`src/source/msx_layout_pkg.sv`:
```
package msx_layout_pkg;

   typedef logic [7:0]  byte_t;
   typedef logic [5:0]  block_idx_t;   // {slot, subslot, block}
   typedef logic [3:0]  ref_idx_t;
   typedef logic [15:0] page_count_t;  // 16 KB pages
   typedef logic [24:0] fill_len_t;

   typedef enum logic [7:0] {
      MAPPER_UNUSED,
      MAPPER_NONE,
      MAPPER_ASCII8,
      MAPPER_ASCII16,
      MAPPER_KONAMI,
      MAPPER_KONAMI_SCC,
      MAPPER_RAM
   } mapper_t;

   typedef enum logic [7:0] {
      DEVICE_NONE,
      DEVICE_FDC,
      DEVICE_OPL3
   } device_t;

   typedef enum logic [1:0] {MSX1, MSX2, MSX2P} msx_typ_t;

   typedef struct packed {
      mapper_t    mapper;
      device_t    device;
      ref_idx_t   ref_ram;
      logic [1:0] offset_ram;
      logic       cart_num;
   } block_t;

   typedef struct packed {
      logic [26:0] addr;
      page_count_t size;
      logic        ro;
   } lookup_ram_t;

   typedef struct packed {
      logic [3:0] slot_expander_en;
      msx_typ_t   msx_typ;
      byte_t      ram_size;
   } bios_config_t;

   typedef enum logic [2:0] {PAT_DDR3, PAT_FF, PAT_00, PAT_CHECKER_A, PAT_CHECKER_B} fill_pattern_t;

endpackage

```
`src/source/upload_ifs.sv`:
```
`timescale 1ns/10ps

interface byte_stream_if;
   import msx_layout_pkg::*;

   logic        take;
   byte_t       data;
   logic        valid;
   logic        seek;
   logic [27:0] seek_addr;
   logic [27:0] addr;

   modport server (input take, seek, seek_addr, output data, valid, addr);
   modport client (output take, seek, seek_addr, input data, valid, addr);
endinterface

interface fill_if #(
   parameter int ADDR_W = 27
);
   import msx_layout_pkg::*;

   logic              start;
   logic [ADDR_W-1:0] base;
   fill_len_t         length;
   fill_pattern_t     pattern;
   logic              busy;
   logic [ADDR_W-1:0] end_addr;

   modport initiator (output start, base, length, pattern, input busy, end_addr);
   modport target (input start, base, length, pattern, output busy, end_addr);
endinterface


```
`src/source/ram_filler.sv`:
```
`timescale 1ns/10ps

module ram_filler #(
   parameter int RAM_ADDR_W = 27
) (
   input  logic                  clk,
   input  logic                  reset,
   fill_if.target                fill,
   byte_stream_if.client         src,
   output logic [RAM_ADDR_W-1:0] ram_addr,
   output msx_layout_pkg::byte_t ram_din,
   output logic                  ram_ce,
   input  logic                  sdram_ready,
   output logic                  sdram_rq
);
   import msx_layout_pkg::*;

   logic          busy;
   fill_len_t     remaining;
   fill_pattern_t pattern;
   logic [8:0]    pos;        // Offset in region modulo 512
   byte_t         src_byte;
   logic          have_byte;
   logic          rd_pend;
   logic          issue;

   assign issue         = busy & have_byte & sdram_ready & ~ram_ce;
   assign src.take      = busy & (pattern == PAT_DDR3) & ~have_byte & ~rd_pend
                          & (remaining != '0);
   assign src.seek      = 1'b0;
   assign src.seek_addr = '0;
   assign fill.busy     = busy;
   assign fill.end_addr = ram_addr;
   assign sdram_rq      = busy;

   always_comb begin
      case (pattern)
         PAT_DDR3:      ram_din = src_byte;
         PAT_00:        ram_din = 8'h00;
         PAT_CHECKER_A: ram_din = (pos[8] == pos[1]) ? 8'hFF : 8'h00;
         PAT_CHECKER_B: ram_din = (pos[8] != pos[0]) ? 8'hFF : 8'h00;
         default:       ram_din = 8'hFF;
      endcase
   end

   always_ff @(posedge clk) begin
      if (reset) begin
         busy      <= 1'b0;
         ram_ce    <= 1'b0;
         have_byte <= 1'b0;
         rd_pend   <= 1'b0;
      end else begin
         ram_ce <= issue;
         if (src.take) rd_pend <= 1'b1;
         if (src.valid) begin
            rd_pend   <= 1'b0;
            have_byte <= 1'b1;
         end
         if (!busy && fill.start) begin
            busy      <= 1'b1;
            have_byte <= fill.pattern != PAT_DDR3;  // Patterns need no source
         end
         if (issue && pattern == PAT_DDR3) have_byte <= 1'b0;
         if (ram_ce && remaining == '0) busy <= 1'b0;
      end
   end

   always_ff @(posedge clk) begin
      if (!busy && fill.start) begin
         ram_addr  <= fill.base;
         remaining <= fill.length;
         pattern   <= fill.pattern;
         pos       <= '0;
      end else begin
         if (issue) remaining <= remaining - 1'b1;
         if (ram_ce) begin
            ram_addr <= ram_addr + 1'b1;
            pos      <= pos + 1'b1;
         end
      end
      if (src.valid) src_byte <= src.data;
   end

endmodule

```
`src/flat_wrapper.sv`:
```
// flat-port wrapper written by rule: the top's interface ports become plain ports
module ram_filler_flat import msx_layout_pkg::*;
#(
   parameter int RAM_ADDR_W = 27
)
  (clk, reset, ram_addr, ram_din, ram_ce, sdram_ready, sdram_rq, fill_start, fill_base, fill_length, fill_pattern, fill_busy, fill_end_addr, src_take, src_seek, src_seek_addr, src_data, src_valid, src_addr);
  fill_if fill_i ();
  byte_stream_if src_i ();
  input  logic clk;
  input  logic reset;
  output logic [RAM_ADDR_W-1:0] ram_addr;
  output msx_layout_pkg::byte_t ram_din;
  output logic ram_ce;
  input  logic sdram_ready;
  output logic sdram_rq;
  input wire logic [$bits(fill_i.start)-1:0] fill_start;
  input wire logic [$bits(fill_i.base)-1:0] fill_base;
  input wire logic [$bits(fill_i.length)-1:0] fill_length;
  input wire logic [$bits(fill_i.pattern)-1:0] fill_pattern;
  output wire logic [$bits(fill_i.busy)-1:0] fill_busy;
  output wire logic [$bits(fill_i.end_addr)-1:0] fill_end_addr;
  output wire logic [$bits(src_i.take)-1:0] src_take;
  output wire logic [$bits(src_i.seek)-1:0] src_seek;
  output wire logic [$bits(src_i.seek_addr)-1:0] src_seek_addr;
  input wire logic [$bits(src_i.data)-1:0] src_data;
  input wire logic [$bits(src_i.valid)-1:0] src_valid;
  input wire logic [$bits(src_i.addr)-1:0] src_addr;
  assign fill_i.start = fill_start;
  assign fill_i.base = fill_base;
  assign fill_i.length = fill_length;
  assign fill_i.pattern = fill_pattern;
  assign fill_busy = fill_i.busy;
  assign fill_end_addr = fill_i.end_addr;
  assign src_take = src_i.take;
  assign src_seek = src_i.seek;
  assign src_seek_addr = src_i.seek_addr;
  assign src_i.data = src_data;
  assign src_i.valid = src_valid;
  assign src_i.addr = src_addr;
  ram_filler #(.RAM_ADDR_W(RAM_ADDR_W)) u_core (.clk(clk), .reset(reset), .fill(fill_i), .src(src_i), .ram_addr(ram_addr), .ram_din(ram_din), .ram_ce(ram_ce), .sdram_ready(sdram_ready), .sdram_rq(sdram_rq));
endmodule
```
`config.mk`:
```
export PLATFORM = sky130hd
export DESIGN_NAME = ram_filler_flat
export DESIGN_NICKNAME = d
export VERILOG_FILES = /design/src/source/msx_layout_pkg.sv /design/src/source/upload_ifs.sv /design/src/source/ram_filler.sv /design/src/flat_wrapper.sv
export SDC_FILE = /design/constraint.sdc
export NUM_CORES = 1
export LEC_CHECK = 0
export BUFFER_PORTS_ARGS = -buffer_cell sky130_fd_sc_hd__buf_2
export CORE_MARGIN = 2
export CORE_UTILIZATION = 31
export CTS_BUF_LIST = sky130_fd_sc_hd__clkbuf_8
export DETAILED_ROUTE_END_ITERATION = 16
export PLACE_DENSITY = 0.61
export SKIP_LAST_GASP = 1
export SLEW_MARGIN = 30
export SYNTH_ARGS = -nofsm -noshare
export SYNTH_HDL_FRONTEND = slang
export SYNTH_SLANG_ARGS = --single-unit
```
`constraint.sdc`:
```
create_clock -name clk -period 2.6 [get_ports clk]
set_input_delay 0.52 -clock clk [delete_from_list [all_inputs] [get_ports clk]]
set_output_delay 0.52 -clock clk [all_outputs]
set_load 0.01 [all_outputs]
```
==> key figures <==
Die
  • Total core area: 0.0145 mm^2
  • FP Rows: 44
  • Die Ht: 125 um
  • I/O pin count: 191
  • Die W: 125 um
  • Die footprint: 0.0157 mm^2
  • Effective utilization at floorplan: 31.5%

Detailed routing
  • Initial drt markers: 223
  • Drt pass-1 iters: 5
  • Vias post-DR: 3889
  • # DRC: 0
  • Final wirelength: 11.7 mm
  • Antenna-violating nets left: 0
  • Routed vias/inst: 5.03
  • Drt wl/cell: 15.1 um

Timing
  • Final worst slack: 0.161 ns
  • Max-slew violation count: 0
  • FMAX: 0.410 GHz
  • WHS: 0.313 ns
  • Layout Skew: 0.0188 ns
  • Tcrit/Tclk final: 93.8%
  • Final worst path period need: 2.44 ns
  • Worst Tran Pin Value: 0.566 ns
  • Fin. Hold Viols: 0
  • Final setup vio count: 0
  • Rel. slew slack: 62.2%

Power
  • VDD IR max: 0.206 mV
  • Lkg Pwr: 2.06 nW
  • Power Density: 559 mW/mm^2

Synthesis
  • Library cells used by synthesis: 44
  • Count leader, synth: edfxtp_1
  • Synth Cell Area: 0.00456 mm^2
  • Synth Register Bits: 76
  • List of most frequent post-synthesis cells: edfxtp_1, buf_4, nor2_1
  • Synth Warn #: 0
  • Post-synth EDFFs: 63
  • Top-area cell type share of the netlist area: 41.4%
  • Asr flop ratio synth: 0%
  • Syn_area_per_cell: 9.61 um^2
  • Synth Flop Type: edfxtp_1
  • Top cells by area, synth: edfxtp_1, buf_4, dfxtp_1
  • Sequential share of the synthesized area: 47.1%
  • Post-Synthesis Cells: 475
  • Post-synth top area cell: edfxtp_1

Setup path
  • CP Max Fanout: 4
  • CP max stage delay: 0.46 ns
  • Setup crit end kind: primary output
  • Origin of the critical flop-to-flop path: u_core.fill.end_addr[0]$_DFFE_PP_
  • FF-to-FF path depth: 5
  • Register-to-Register Setup Slack: 0.43 ns
  • CP cell instances: nor4_4, nand3_2, o311ai_2, nor2_1, buf_2
  • Crit path kind: flip-flop to primary output
  • Worst flop-to-flop path endpoint: u_core.fill.end_addr[18]$_DFFE_PP_
  • CP startpoint kind: flip-flop
  • Slowest stage cell, crit path: edfxtp_1
  • Crit path buf inv count: 1
  • Delay-heaviest family, CP: simple AND/OR/NAND/NOR gates
  • CP required: 2.08 ns
  • WP data arrival: 1.92 ns

Finish
  • Share of layout cells above drive strength 1: 30.1%
  • Filler cells: 1485
  • Multi-input gate area: 0.00203 mm^2
  • Final #Nets: 684
  • Non-filler cells, final: 773
  • Fin area: 0.00540 mm^2
  • Sequential cell area: 0.00215 mm^2
  • ANT cells: 0
  • P&R area growth vs syn: 18.4%
  • Post-layout util: 37.3%

Global route
  • Vias in the first global route: 3569
  • Largest net degree at the start of global routing: 43
  • Gr usage total: 14.5%
  • Initial antenna violation count: 0
  • Grt ovf: 0
  • First-pass GRT wire length: 18.0 mm

Run
  • Max_cap viols: 0

Hold path
  • Worst hold path type: primary input to flip-flop
  • Hold endpoint: u_core.src_byte[1]$_DFFE_PP_
  • Min-delay src: src_data[1]
  • Hold path cells: 1

Placed design
  • Port Buf Inserts: 133
  • Worst slack, placed: 0.388 ns
  • Placed cell area: 0.00514 mm^2
  • Placed cell count: 754
  • Placer Congestion: 0.817
  • Dpl hpwl: 8.44 mm

Clock tree
  • CTS root buf: clkbuf_8
  • Worst-path clk slew: 0.09 ns
  • CTS buffer count: 9
  • CTS tree: done
  • Clk Latency, worst-skew pair: 0.37 ns
  • Hold_buf cts: 0
  • Maximum root-to-sink buffer count: 2
  • Clock sink count: 76
  • H-tree Lvls: 3

Outcome
  • Status: finished clean
-- through the flow --
stage | setup TNS (ns) | total power [W]
CTS | 0 | 0.00305
finish | 0 | 0.00302
floorplan | 0 | 0.00191
detailed placement | 0 | 0.00206
global route | -0.00320 | 0.00317
global placement | 0 | 0.00204
-- flip-flops by register name, indices dropped and copies added (netlist names) --
signal / cells
u_core.fill.end_addr: 27
u_core.remaining: 25
u_core.pos: 9
u_core.src_byte: 8
u_core.pattern: 3
u_core.fill.busy: 1
u_core.have_byte: 1
u_core.ram_ce: 1
u_core.rd_pend: 1
-- cells by family after synthesis --
group,Yosys count,synth area share (%)
AND/OR/NAND/NOR,190,22.0
other,1,0.0822
flip-flops,76,47.1
XOR/XNOR,28,5.37
buffers and inverters,82,11.5
multiplexers,1,0.219
adder cells (fa/ha/maj),4,1.10
AO/OA/AOI/OAI,93,12.6
-- layout make-up --
| cell class | count | share of cell area, % |
|---|---|---|
| Clock buffer | 9 | 2.29 |
| Clock inverter | 7 | 1.50 |
| Inverter | 6 | 0.417 |
| Multi-Input combinational cell | 345 | 37.6 |
| Sequential cell | 76 | 39.8 |
| Tap cell | 184 | 4.26 |
| Timing Repair Buffer | 146 | 14.1 |
-- where the power goes --
part / switching (W) / total, W / internal [W]
Combinational: 0.000282 / 0.000486 / 0.000204
Clock: 0.000521 / 0.000977 / 0.000457
Sequential: 0.000116 / 0.00156 / 0.00144
-- worst max-delay path by stage --
stage                              startpoint                             to  cells past startpoint
3_3_place_gp   u_core.remaining[19]$_DFFE_PP_                       src_take                      5
6_report       u_core.remaining[21]$_DFFE_PP_                       src_take                      5
4_1_cts        u_core.remaining[19]$_DFFE_PP_                       src_take                      5
5_1_grt        u_core.remaining[21]$_DFFE_PP_                       src_take                      5
2_1_floorplan                      fill_start  u_core.remaining[0]$_DFFE_PP_                      5
3_5_place_dp   u_core.remaining[19]$_DFFE_PP_                       src_take                      5
-- layer usage --
layer	wire, um	track usage [%]	up-vias
met2	5330	22.8	142
met3	699	2.82	19
met5	0	0	-
met1	5420	19.7	1838
li1	-	-	1890
met4	214	5.75	0
-- what timing repair did --
item / in CTS / in global routing
endpoints found under the hold margin: 0 / 0
setup endpoints to repair: 1 / 1
pin swaps: 0 / 1
resized for setup: 1 / 5
setup buffers: 0 / 3
-- cell usage in the layout, fill, tap and decap left out, drive strengths merged, types with 2 or more instances in the layout --
cell / count
xnor2: 11
nand4: 16
and3: 4
ha: 4
nand2: 44
edfxtp: 63
nand3: 19
nor3: 10
inv: 8
dfxtp: 13
xor2: 17
nand2b: 6
or3: 12
or2: 2
nor4: 10
a21oi: 5
or4: 14
a21o: 8
clkbuf: 9
clkinv: 3
nor2: 45
o21ai: 37
o31a: 2
a211oi: 2
nor3b: 2
o31ai: 10
buf: 146
a31oi: 24
nand4b: 2
conb: 29
Power figures use the tool's default switching activity.
