[src/source/msx_layout_pkg.sv]
package msx_layout_pkg;

   typedef logic [7:0]  byte_t;
   typedef logic [5:0]  block_idx_t;   // {slot, subslot, block}
   typedef logic [3:0]  ref_idx_t;
   typedef logic [15:0] page_count_t;  // 16 KB pages
   typedef logic [24:0] fill_len_t;

   typedef enum logic [7:0] {
      MAPPER_UNUSED,
      MAPPER_NONE,
      MAPPER_ASCII8,
      MAPPER_ASCII16,
      MAPPER_KONAMI,
      MAPPER_KONAMI_SCC,
      MAPPER_RAM
   } mapper_t;

   typedef enum logic [7:0] {
      DEVICE_NONE,
      DEVICE_FDC,
      DEVICE_OPL3
   } device_t;

   typedef enum logic [1:0] {MSX1, MSX2, MSX2P} msx_typ_t;

   typedef struct packed {
      mapper_t    mapper;
      device_t    device;
      ref_idx_t   ref_ram;
      logic [1:0] offset_ram;
      logic       cart_num;
   } block_t;

   typedef struct packed {
      logic [26:0] addr;
      page_count_t size;
      logic        ro;
   } lookup_ram_t;

   typedef struct packed {
      logic [3:0] slot_expander_en;
      msx_typ_t   msx_typ;
      byte_t      ram_size;
   } bios_config_t;

   typedef enum logic [2:0] {PAT_DDR3, PAT_FF, PAT_00, PAT_CHECKER_A, PAT_CHECKER_B} fill_pattern_t;

endpackage

[src/source/upload_format_pkg.sv]
package upload_format_pkg;

   typedef enum logic [3:0] {
      CFG_SLOT_A,
      CFG_SLOT_B,
      CFG_KBD_LAYOUT,
      CFG_CONFIG,
      CFG_SLOT_INTERNAL
   } record_kind_t;

   typedef enum logic [7:0] {
      ROM_NONE,
      ROM_ROM,
      ROM_RAM
   } data_id_t;

   localparam int          HEADER_BYTES = 16;
   localparam logic [27:0] KBD_SKIP     = 28'h200;   // Keyboard map payload
   localparam logic [23:0] MAGIC        = "MSX";

   localparam int OFS_KIND    = 3;    // Kind in [7:4], slot/subslot in [3:0]
   localparam int OFS_ID      = 4;
   localparam int OFS_SIZE_HI = 5;
   localparam int OFS_SIZE_LO = 6;
   localparam int OFS_DEVICE  = 7;
   localparam int OFS_MAPPER  = 8;
   localparam int OFS_MODE    = 9;
   localparam int OFS_PARAM   = 10;
   localparam int OFS_PATTERN = 11;

   localparam logic [5:0] CONFIG_INDEX = 6'd1;

endpackage

[src/source/upload_ifs.sv]
`timescale 1ns/10ps

interface byte_stream_if;
   import msx_layout_pkg::*;

   logic        take;
   byte_t       data;
   logic        valid;
   logic        seek;
   logic [27:0] seek_addr;
   logic [27:0] addr;

   modport server (input take, seek, seek_addr, output data, valid, addr);
   modport client (output take, seek, seek_addr, input data, valid, addr);
endinterface

interface fill_if #(
   parameter int ADDR_W = 27
);
   import msx_layout_pkg::*;

   logic              start;
   logic [ADDR_W-1:0] base;
   fill_len_t         length;
   fill_pattern_t     pattern;
   logic              busy;
   logic [ADDR_W-1:0] end_addr;

   modport initiator (output start, base, length, pattern, input busy, end_addr);
   modport target (input start, base, length, pattern, output busy, end_addr);
endinterface

interface layout_if;
   import msx_layout_pkg::*;

   logic       clear;
   logic       store;
   logic [3:0] slot_sub;
   byte_t      mode;      // 2 bits per block
   byte_t      param;
   mapper_t    mapper;
   device_t    device;
   ref_idx_t   ref_ram;
   logic       cart_num;
   logic       busy;

   modport initiator (
      output clear, store, slot_sub, mode, param, mapper, device, ref_ram, cart_num,
      input  busy
   );
   modport target (
      input  clear, store, slot_sub, mode, param, mapper, device, ref_ram, cart_num,
      output busy
   );
endinterface

[src/source/record_sequencer.sv]
`timescale 1ns/10ps

module record_sequencer #(
   parameter int RAM_ADDR_W = 27
) (
   input  logic                         clk,
   input  logic                         reset,
   input  logic                         ioctl_download,
   input  logic [15:0]                  ioctl_index,
   input  logic [26:0]                  ioctl_addr,
   output logic                         reset_rq,
   output logic                         ddr3_request,
   byte_stream_if.client                hdr,
   fill_if.initiator                    fill,
   layout_if.initiator                  lay,
   output msx_layout_pkg::lookup_ram_t  lookup_ram[16],
   output msx_layout_pkg::bios_config_t bios_config
);
   import msx_layout_pkg::*;
   import upload_format_pkg::*;

   typedef enum logic [2:0] {IDLE, CLEAN, READ_HEADER, CHECK, FILL, STORE, DONE} state_t;

   state_t                state;
   logic                  dl_last;
   logic                  dl_end;
   logic                  load;
   logic [26:0]           image_size;
   byte_t                 conf[HEADER_BYTES];
   logic [3:0]            hdr_cnt;
   logic                  rd_pend;
   logic                  fill_sent;
   ref_idx_t              ref_ram;
   logic [RAM_ADDR_W-1:0] ram_base;   // Next free SDRAM address
   logic                  magic_ok;
   logic                  at_end;
   record_kind_t          kind;
   data_id_t              data_id;
   page_count_t           pages;

   assign dl_end   = dl_last && !ioctl_download && ioctl_index[5:0] == CONFIG_INDEX;
   assign magic_ok = {conf[0], conf[1], conf[2]} == MAGIC;
   assign kind     = record_kind_t'(conf[OFS_KIND][7:4]);
   assign data_id  = data_id_t'(conf[OFS_ID]);
   assign pages    = {conf[OFS_SIZE_HI], conf[OFS_SIZE_LO]};
   assign at_end   = hdr_cnt == 4'd0 && hdr.addr >= 28'(image_size);

   assign reset_rq     = state != IDLE && state != DONE;
   assign ddr3_request = state != IDLE;

   assign hdr.take      = state == READ_HEADER && !rd_pend && !at_end;
   assign hdr.seek      = load || (state == CHECK && magic_ok && kind == CFG_KBD_LAYOUT);
   assign hdr.seek_addr = load ? 28'd0 : hdr.addr + KBD_SKIP;

   assign fill.start   = state == FILL && !fill_sent && pages != '0;
   assign fill.base    = ram_base;
   assign fill.length  = fill_len_t'({pages[10:0], 14'h0});
   assign fill.pattern = data_id == ROM_RAM ? fill_pattern_t'(conf[OFS_PATTERN][2:0]) : PAT_DDR3;

   assign lay.clear    = load;
   assign lay.store    = state == STORE;
   assign lay.slot_sub = conf[OFS_KIND][3:0];
   assign lay.mode     = conf[OFS_MODE];
   assign lay.param    = conf[OFS_PARAM];
   assign lay.mapper   = mapper_t'(conf[OFS_MAPPER]);
   assign lay.device   = device_t'(conf[OFS_DEVICE]);
   assign lay.ref_ram  = ref_ram;
   assign lay.cart_num = 1'b0;          // Internal slots only

   always_ff @(posedge clk) begin
      if (reset) begin
         dl_last <= 1'b0;
         load    <= 1'b0;
      end else begin
         dl_last <= ioctl_download;
         load    <= dl_end;
      end
      if (dl_end) image_size <= ioctl_addr;
   end

   always_ff @(posedge clk) begin
      if (reset) begin
         state       <= IDLE;
         hdr_cnt     <= '0;
         rd_pend     <= 1'b0;
         fill_sent   <= 1'b0;
         ref_ram     <= '0;
         bios_config <= '0;
      end else if (load) begin
         state                <= CLEAN;
         hdr_cnt              <= '0;
         rd_pend              <= 1'b0;
         fill_sent            <= 1'b0;
         ref_ram              <= '0;
         ram_base             <= '0;
         bios_config.ram_size <= 8'h00;
      end else begin
         case (state)
            CLEAN: if (!lay.busy) state <= READ_HEADER;
            READ_HEADER: begin
               if (hdr.valid) begin
                  conf[hdr_cnt] <= hdr.data;
                  rd_pend       <= 1'b0;
                  hdr_cnt       <= hdr_cnt + 1'b1;
                  if (hdr_cnt == 4'(HEADER_BYTES - 1)) state <= CHECK;
               end else if (at_end) begin
                  state <= DONE;          // End of image
               end else if (hdr.take) begin
                  rd_pend <= 1'b1;
               end
            end
            CHECK: begin
               state <= DONE;
               if (magic_ok) begin
                  state <= READ_HEADER;
                  case (kind)
                     CFG_CONFIG: begin
                        bios_config.slot_expander_en <= conf[OFS_ID][3:0];
                        bios_config.msx_typ          <= msx_typ_t'(conf[OFS_ID][5:4]);
                     end
                     CFG_SLOT_INTERNAL: begin
                        state <= FILL;
                        if (data_id == ROM_RAM && conf[OFS_SIZE_LO] > bios_config.ram_size)
                           bios_config.ram_size <= conf[OFS_SIZE_LO];
                     end
                     default: ;               // Keyboard skip via seek
                  endcase
               end
            end
            FILL: begin
               if (fill.start) begin
                  fill_sent           <= 1'b1;
                  lookup_ram[ref_ram] <= '{addr: 27'(ram_base), size: pages,
                                           ro: data_id != ROM_RAM};
               end else if (pages == '0) begin
                  state <= STORE;
               end else if (!fill.busy) begin
                  fill_sent <= 1'b0;
                  ram_base  <= fill.end_addr;
                  state     <= STORE;
               end
            end
            STORE: begin
               ref_ram <= ref_ram + ref_idx_t'(pages != '0);
               state   <= READ_HEADER;
            end
            DONE: state <= IDLE;
            default: ;
         endcase
      end
   end

endmodule

[src/flat_wrapper.sv]
// flat-port wrapper written by rule: the top's interface ports become plain ports
module record_sequencer_flat import msx_layout_pkg::*; import upload_format_pkg::*;
#(
   parameter int RAM_ADDR_W = 27
)
  (clk, reset, ioctl_download, ioctl_index, ioctl_addr, reset_rq, ddr3_request, lookup_ram, bios_config, hdr_take, hdr_seek, hdr_seek_addr, hdr_data, hdr_valid, hdr_addr, fill_start, fill_base, fill_length, fill_pattern, fill_busy, fill_end_addr, lay_clear, lay_store, lay_slot_sub, lay_mode, lay_param, lay_mapper, lay_device, lay_ref_ram, lay_cart_num, lay_busy);
  byte_stream_if hdr_i ();
  fill_if fill_i ();
  layout_if lay_i ();
  input  logic clk;
  input  logic reset;
  input  logic ioctl_download;
  input  logic [15:0] ioctl_index;
  input  logic [26:0] ioctl_addr;
  output logic reset_rq;
  output logic ddr3_request;
  output msx_layout_pkg::lookup_ram_t lookup_ram[16];
  output msx_layout_pkg::bios_config_t bios_config;
  output wire logic [$bits(hdr_i.take)-1:0] hdr_take;
  output wire logic [$bits(hdr_i.seek)-1:0] hdr_seek;
  output wire logic [$bits(hdr_i.seek_addr)-1:0] hdr_seek_addr;
  input wire logic [$bits(hdr_i.data)-1:0] hdr_data;
  input wire logic [$bits(hdr_i.valid)-1:0] hdr_valid;
  input wire logic [$bits(hdr_i.addr)-1:0] hdr_addr;
  output wire logic [$bits(fill_i.start)-1:0] fill_start;
  output wire logic [$bits(fill_i.base)-1:0] fill_base;
  output wire logic [$bits(fill_i.length)-1:0] fill_length;
  output wire logic [$bits(fill_i.pattern)-1:0] fill_pattern;
  input wire logic [$bits(fill_i.busy)-1:0] fill_busy;
  input wire logic [$bits(fill_i.end_addr)-1:0] fill_end_addr;
  output wire logic [$bits(lay_i.clear)-1:0] lay_clear;
  output wire logic [$bits(lay_i.store)-1:0] lay_store;
  output wire logic [$bits(lay_i.slot_sub)-1:0] lay_slot_sub;
  output wire logic [$bits(lay_i.mode)-1:0] lay_mode;
  output wire logic [$bits(lay_i.param)-1:0] lay_param;
  output wire logic [$bits(lay_i.mapper)-1:0] lay_mapper;
  output wire logic [$bits(lay_i.device)-1:0] lay_device;
  output wire logic [$bits(lay_i.ref_ram)-1:0] lay_ref_ram;
  output wire logic [$bits(lay_i.cart_num)-1:0] lay_cart_num;
  input wire logic [$bits(lay_i.busy)-1:0] lay_busy;
  assign hdr_take = hdr_i.take;
  assign hdr_seek = hdr_i.seek;
  assign hdr_seek_addr = hdr_i.seek_addr;
  assign hdr_i.data = hdr_data;
  assign hdr_i.valid = hdr_valid;
  assign hdr_i.addr = hdr_addr;
  assign fill_start = fill_i.start;
  assign fill_base = fill_i.base;
  assign fill_length = fill_i.length;
  assign fill_pattern = fill_i.pattern;
  assign fill_i.busy = fill_busy;
  assign fill_i.end_addr = fill_end_addr;
  assign lay_clear = lay_i.clear;
  assign lay_store = lay_i.store;
  assign lay_slot_sub = lay_i.slot_sub;
  assign lay_mode = lay_i.mode;
  assign lay_param = lay_i.param;
  assign lay_mapper = lay_i.mapper;
  assign lay_device = lay_i.device;
  assign lay_ref_ram = lay_i.ref_ram;
  assign lay_cart_num = lay_i.cart_num;
  assign lay_i.busy = lay_busy;
  record_sequencer #(.RAM_ADDR_W(RAM_ADDR_W)) u_core (.clk(clk), .reset(reset), .ioctl_download(ioctl_download), .ioctl_index(ioctl_index), .ioctl_addr(ioctl_addr), .reset_rq(reset_rq), .ddr3_request(ddr3_request), .hdr(hdr_i), .fill(fill_i), .lay(lay_i), .lookup_ram(lookup_ram), .bios_config(bios_config));
endmodule
[config.mk]
export PLATFORM = sky130hd
export DESIGN_NAME = record_sequencer_flat
export DESIGN_NICKNAME = d
export VERILOG_FILES = /design/src/source/msx_layout_pkg.sv /design/src/source/upload_format_pkg.sv /design/src/source/upload_ifs.sv /design/src/source/record_sequencer.sv /design/src/flat_wrapper.sv
export SDC_FILE = /design/constraint.sdc
export NUM_CORES = 1
export LEC_CHECK = 0
export BUFFER_PORTS_ARGS = -buffer_cell sky130_fd_sc_hd__buf_4
export CAP_MARGIN = 5
export CORE_AREA = 4 4 367 369
export DETAILED_ROUTE_END_ITERATION = 8
export DIE_AREA = 0 0 371 373
export HOLD_SLACK_MARGIN = 0.15
export SLEW_MARGIN = 0
export SYNTH_ARGS = -nofsm -noshare
export SYNTH_HDL_FRONTEND = slang
export SYNTH_SLANG_ARGS = --single-unit
[constraint.sdc]
create_clock -name clk -period 7.2 [get_ports clk]
set_clock_uncertainty 0.2 [all_clocks]
set_input_delay 0.72 -clock clk [delete_from_list [all_inputs] [get_ports clk]]
set_output_delay 0.72 -clock clk [all_outputs]
set_load 0.01 [all_outputs]
==> flow_metrics.tcl, run 1 <==
set metrics [dict create \
    status "complete, no violations" \
    clk_latency_ns 0.69 \
    post_cts.repair.setup_buffers 0 \
    track_usage_pct 14.0 \
    hp-start "fill_end_addr[25]" \
    gp_congestion 0.811 \
    synthDominantCellAreaShare_pct 88.2 \
    post-synth-top-count-cell "edfxtp_1" \
    drv_slew 0 \
    ctsHtreeMaxLevel 3 \
    antenna_left 0 \
    die_x_um 371 \
    power.leakage_nw 15.6 \
    cts.clk_slew.worst_paths_ns 0.06 \
    io_buffers 935 \
    cts.sinks 878 \
    cts_max_path_buffers 3 \
    n_fill_cell 12700 \
    critPathCaptureType "flip-flop" \
    syn_to_final_growth_pct 45.8 \
    grt_pass1_vias 16900 \
    worst_slew_pin_slew_ns 1.26 \
    finalHoldViolCount 0 \
    syn_area_per_cell_um2 21.8 \
    syn_area_um2 28900 \
    first_iter_violations 1272 \
    power.density_nw_per_um2 249 \
    worstPathArrival_ns 4.39 \
    row_count 133 \
    die_y_um 373 \
    startpoint "u_core.conf[5][7]$_DFFE_PP_" \
    dp_hpwl_um 69900 \
    drtPass1Iterations 5 \
    cpMaxStageDelayCell "nor3_2" \
    yosysUniqueCellTypes 51 \
    cp_max_fo 20 \
    grt_max_degree 57 \
    period_minus_slack_ns 4.26 \
    ctsResizeCount 0 \
    rr_startpoint "u_core.conf[5][7]$_DFFE_PP_" \
    setup_violations 0 \
    power_mw 10.5 \
    routedWlPerCell_um 23.6 \
    synth-edff-count 849 \
    grt_pass1_wl_um 135000 \
    multi_input_area_um2 2620 \
    max_freq_ghz 0.235 \
    place_area_um2 38400 \
    maxCapViolCount 0 \
    slew_headroom_pct 15.6 \
    antenna_found_initial 6 \
    fin_nets 2593 \
    yosysWarnings 0 \
    synthTopCellsByCount "edfxtp_1, nor2_1, nor2b_1, ha_1, inv_1" \
    drt-vias-per-instance 3.93 \
    synth-seq-cells 878 \
    ir_drop_v 0.000207 \
    vias 16800 \
    worst-path-buf-inv 1 \
    ys_async_sr_fraction_pct 0 \
    worstPathRequired_ns 7.32 \
    path_class "reg -> reg" \
    rsz0062_at_grt "no" \
    layout-drive-gt1-share_pct 45.3 \
    dominantRegCellSynth "edfxtp_1" \
    die_area_um2 138000 \
    worst_path_most_repeated_cell "nor3_2" \
    dpl.cell_count 4034 \
    core_area_um2 131000 \
    drt-total-wl_um 101000 \
    yosysSeqAreaShare_pct 90.2 \
    fin_crit_sh_pct 59.2 \
    synth_top_area_cell "edfxtp_1" \
    start_util_pct 22.0 \
    yosys-top-cells-area "edfxtp_1, dfxtp_1, ha_1" \
    hp-class "in -> reg" \
    cts_root_buf "clkbuf_16" \
    grt_overflow 0 \
    drc 0 \
    hold_buffers 67 \
    crit_path_max_incr_delay_ns 0.99 \
    crit_family "simple AND/OR/NAND/NOR gates" \
    cts_tree "done" \
    numCtsBuffers 91 \
    seqCellArea_um2 26100 \
    critPathLaunchType "flip-flop" \
    fin_cells 4278 \
    io_pins 961 \
    finalSetupTns_ns 0 \
    path_cells "nor4_1 > nand4_1 > nand2_1 > nor3_2 > or3b_1 > nor3_2 > buf_4" \
    syn_inst 1326 \
    finalInstanceArea_um2 42200 \
]
## cell usage in the layout (no fill, tap or decap), types with 4 or more instances in the layout
master,count
dfxtp_1,28
nor2b_1,44
a21o_1,4
edfxtp_1,849
clkinv_1,18
bufinv_16,11
clkinvlp_4,4
a21oi_1,17
o21ai_0,5
clkbuf_16,92
o21ai_1,12
conb_1,15
nor2_4,12
dlygate4sd3_1,67
ha_1,42
and2_1,4
nand2b_1,6
clkbuf_1,14
nor3_2,6
diode_2,8
nor2_1,53
nand2_1,26
inv_1,40
nand4_1,16
xnor2_1,6
buf_4,978
nor4_1,6
xor2_1,15
inv_6,6
nand3_1,26
clkinv_2,17
nor3_1,9
mux2i_1,11
and3_1,6
## cell type report
type                    instances  share of cell area [%]
clock buffers                 106                    5.59
flip-flops and latches        878                    61.9
repair buffers               1045                    19.0
well taps                    1755                    5.21
clock inverters                63                    1.71
diodes                          8                  0.0475
inverters                      41                   0.365
multi-input cells             382                    6.20
## cells by family after synthesis
family          after synthesis  share of synthesized area, %
flops                       878                          90.2
simple gates                238                          4.44
buf+inv                      80                          1.35
compound gates               55                          1.15
fa+ha+maj                    42                          1.82
xor+xnor                     21                         0.636
mux                          11                         0.381
other cells                   1                        0.0130
## per-stage QoR
step	util [%]	setup WS (ns)	hold slack [ns]
detailed placement	29.3	2.58	0.268
finish	32.1	2.94	0.256
global route	32.1	2.49	0.182
global placement	29.3	2.67	0.262
floorplan	-	1.83	0.267
CTS	32.1	2.62	0.158
## where the power goes
part           internal (mW)  leakage (nW)  total (mW)  switching [mW]
clock                   2.77          1.49        4.79            2.02
combinational         0.0881          6.24       0.162          0.0739
sequential              5.53          7.83        5.53        0.000403
total                   8.39          15.6        10.5            2.09
## routing by layer
| layer | wire length [um] | GRT usage (%) | vias to the layer above |
|---|---|---|---|
| li1 | - | - | 7341 |
| met4 | 2770 | 4.51 | 0 |
| met1 | 37500 | 15.9 | 8462 |
| met3 | 8290 | 4.01 | 154 |
| met5 | 0 | 0 | - |
| met2 | 52300 | 25.1 | 837 |
## path summary, 6_finish.rpt
check / endpoint / slack [ns] / cells after the start
setup / recovery: u_core.lookup_ram[676]$_DFFE_PP_ / 2.94 / 7
hold / removal: u_core.fill.base[25]$_SDFFCE_PP0P_ / 0.26 / 2
setup reg to reg: u_core.lookup_ram[676]$_DFFE_PP_ / 2.94 / 7
hold reg to reg: u_core.bios_config[5]$_SDFFE_PN0P_ / 0.28 / 2
## flip-flops by register name, indices dropped and copies added, names as in the netlist, 3 cells and up
name                count
u_core.lay.ref_ram      4
u_core.state            3
u_core.fill.base       27
u_core.hdr_cnt          4
u_core.conf            91
u_core.image_size      27
u_core.bios_config     14
u_core.lookup_ram     704
## worst reg2reg max path, stage by stage, from the launching register on
cell      delay, ns
edfxtp_1       0.77
nor4_1         0.21
nand4_1        0.25
nand2_1        0.14
nor3_2         0.31
or3b_1         0.54
nor3_2         0.99
buf_4          0.50
Note: power is estimated with default switching activity, not from simulation.
==> run 2, diff against run 1 <==
Settings changed: ABC_AREA set to 1, CORE_AREA 4 4 367 369 to 4 4 369 371, DIE_AREA 0 0 371 373 to 0 0 373 375.
Clock period 7.2 ns to 4 ns, I/O delays scaled along.
==> run 2 against run 1 <==
Critical endpoint is now hdr_take. Register-to-register slack worse by 2.0 ns. Clock power is 85% higher. Largest cell class unchanged. Area after synthesis is 0.97% higher.
==> flow_metrics.tcl, run 2 <==
set metrics [dict create \
    ys_async_sr_fraction_pct 0 \
    setup_slack_ns 0.863 \
    yosysSeqAreaShare_pct 89.3 \
    reg2regPathDepth 9 \
    drt-total-wl_um 105000 \
    grt_max_degree 50 \
    status "complete, no violations" \
    clk_latency_ns 0.70 \
    die_y_um 375 \
    routedWlPerCell_um 23.3 \
    pre_cts_slack_ns 0.874 \
    gp_congestion 0.815 \
    dp_hpwl_um 71500 \
    drt-vias-per-instance 3.93 \
    layout-drive-gt1-share_pct 44.2 \
    synth-seq-cells 878 \
    dpl.cell_count 4239 \
    fin_cells 4483 \
    ctsHtreeMaxLevel 3 \
    synth_top_area_cell "edfxtp_1" \
    ir_drop_v 0.000334 \
    post-synth-top-count-cell "edfxtp_1" \
    startpoint "u_core.image_size[25]$_DFFE_PP_" \
    worstPathRequired_ns 3.40 \
    yosysWarnings 0 \
    syn_inst 1487 \
    yosys-top-cells-area "edfxtp_1, dfxtp_1, inv_1" \
    finalSetupTns_ns 0 \
    power_mw 19.2 \
    die_x_um 373 \
    synthTopCellsByCount "edfxtp_1, inv_1, nor2_1, nand2_1, a21oi_1" \
    final_cell_mix "buf_4, edfxtp_1, inv_1" \
    cts_root_buf "clkbuf_16" \
    core_area_um2 133000 \
    worstPathArrival_ns 2.54 \
    grt_overflow 0 \
    mostFrequentLayoutCell "buf_4" \
    antenna_left 0 \
    period_minus_slack_ns 3.14 \
    largest-register "u_core.lookup_ram" \
    first_iter_violations 1404 \
    worst_slew_pin_slew_ns 0.994 \
    finalHoldViolCount 0 \
    finish.utilization_pct 32.4 \
    critPathLaunchType "flip-flop" \
    rsz0062_at_grt "no" \
    ctsResizeCount 0 \
    fin_crit_sh_pct 78.4 \
    track_usage_pct 14.3 \
    drv_slew 0 \
    max_freq_ghz 0.319 \
    syn_area_per_cell_um2 19.6 \
    yosysUniqueCellTypes 32 \
    largest_reg_flops 704 \
    rr_startpoint "u_core.conf[5][4]$_DFFE_PP_" \
    cts.clk_slew.worst_paths_ns 0.06 \
    die_area_um2 140000 \
    cts.sinks 878 \
    antenna_found_initial 7 \
    slew_headroom_pct 33.2 \
    drc 0 \
    seqPwrFrac_pct 51.8 \
    io_buffers 935 \
    syn_to_final_growth_pct 47.5 \
    clkPwrFrac_pct 46.1 \
    cpMaxStageDelayCell "edfxtp_1" \
    cts_max_path_buffers 3 \
    power.density_nw_per_um2 447 \
    path_class "reg -> out" \
    multi_input_area_um2 2540 \
    ff2ff_setup_slack_ns 0.94 \
    p_sw_mw 4.01 \
    switching_share_pct 20.8 \
    seqCellArea_um2 26100 \
    setup_violations 0 \
    io_pins 961 \
    cts_tree "done" \
    reg2reg_to "u_core.lookup_ram[33]$_DFFE_PP_" \
    critPathCaptureType "primary output" \
    power.leakage_nw 16.2 \
    grt_pass1_wl_um 140000 \
    syn_area_um2 29200 \
    start_util_pct 22.0 \
    hp-class "in -> reg" \
    row_count 134 \
    vias 17600 \
    numCtsBuffers 91 \
    drtPass1Iterations 7 \
    combPwrFrac_pct 2.1 \
    cp_max_fo 3 \
    endpoint "hdr_take" \
    post_cts.repair.setup_buffers 0 \
    top_regs "u_core.lookup_ram: 704 flops, u_core.conf: 91 flops" \
    p_int_mw 15.2 \
    path_cells "inv_1 > ha_1 > nand2_1 > nor3_1 > nand2_1 > nor3_1 > nand2_1 > nand3_1 > nand2_1 > nand2_1 > nor2_1 > buf_4" \
    synth-edff-count 849 \
    hold_buffers 70 \
    synthDominantCellAreaShare_pct 87.4 \
    worst_path_most_repeated_cell "nand2_1" \
    n_fill_cell 12800 \
    maxCapViolCount 0 \
    fin_nets 2788 \
    hold_depth 4 \
    crit_path_max_incr_delay_ns 0.32 \
    grt_pass1_vias 17500 \
    dominantRegCellSynth "edfxtp_1" \
]
-- run 2: cell types whose count changed after synthesis, sizes merged, moves of 17 or more --
cell,previous run,this run
o21ai,17,35
a21oi,18,49
nor2b,44,0
nand2,26,88
inv,41,148
nor3,15,32
nor2,66,124
-- run 2: area by class of cell --
cell class	count	share of cell area [%]
well taps	1768	5.14
multi-input cells	443	5.90
diodes	3	0.0174
flip-flops and latches	878	60.6
clock buffers	106	5.44
clock inverters	65	1.94
repair buffers	1072	19.7
inverters	148	1.29
-- run 2: layer usage --
layer / GRT usage [%] / vias up / wire length (um)
met5: 0 / - / 0
met4: 4.13 / 0 / 2270
met3: 4.12 / 134 / 8360
met2: 26.1 / 895 / 55400
met1: 16.1 / 8789 / 38600
li1: - / 7780 / -
-- run 2: kinds of logic (layout without fill, tap and decap cells) --
group,count (synthesis),count (layout),synth area share (%)
flops,878,878,89.3
simple gates,292,292,4.52
buf+inv,180,1391,2.62
compound gates,93,93,1.68
fa+ha+maj,42,42,1.80
other cells,1,18,0.0128
xor+xnor,1,1,0.0300
-- run 2: metrics by stage --
step / hold slack [ns] / instance area [um2]
floorplan: 0.227 / 29200
global placement: 0.234 / 39200
detailed placement: 0.241 / 39200
CTS: 0.153 / 43000
global route: 0.178 / 43000
finish: 0.227 / 43000
-- run 2: power groups by stage --
stage / Sequential [mW] / Clock [mW] / Combinational [mW]
after floorplan: 10.2 / 0 / 0.144
after global placement: 10.2 / 0 / 0.331
after detailed placement: 10.2 / 0 / 0.335
after CTS: 9.97 / 9.13 / 0.401
after global routing: 9.96 / 9.49 / 0.436
final: 9.97 / 8.87 / 0.398
-- run 2: worst min-delay path by stage --
stage / start / end / slack [ns]
2_1_floorplan: u_core.rd_pend$_SDFFE_PN0P_ / u_core.rd_pend$_SDFFE_PN0P_ / 0.23
3_3_place_gp: u_core.bios_config[13]$_SDFFE_PP0P_ / u_core.bios_config[13]$_SDFFE_PP0P_ / 0.23
3_5_place_dp: u_core.bios_config[13]$_SDFFE_PP0P_ / u_core.bios_config[13]$_SDFFE_PP0P_ / 0.24
4_1_cts: ioctl_index[1] / u_core.image_size[24]$_DFFE_PP_ / 0.15
5_1_grt: ioctl_addr[6] / u_core.image_size[6]$_DFFE_PP_ / 0.18
6_report: ioctl_index[1] / u_core.image_size[24]$_DFFE_PP_ / 0.23
-- run 2: critical path, delay by kind of cell (launching register included) --
family / cells / cell delay [ns]
adders and majority gates: 1 / 0.29
buffers and inverters: 2 / 0.18
and+or+nand+nor: 9 / 1.06
DFF: 1 / 0.32
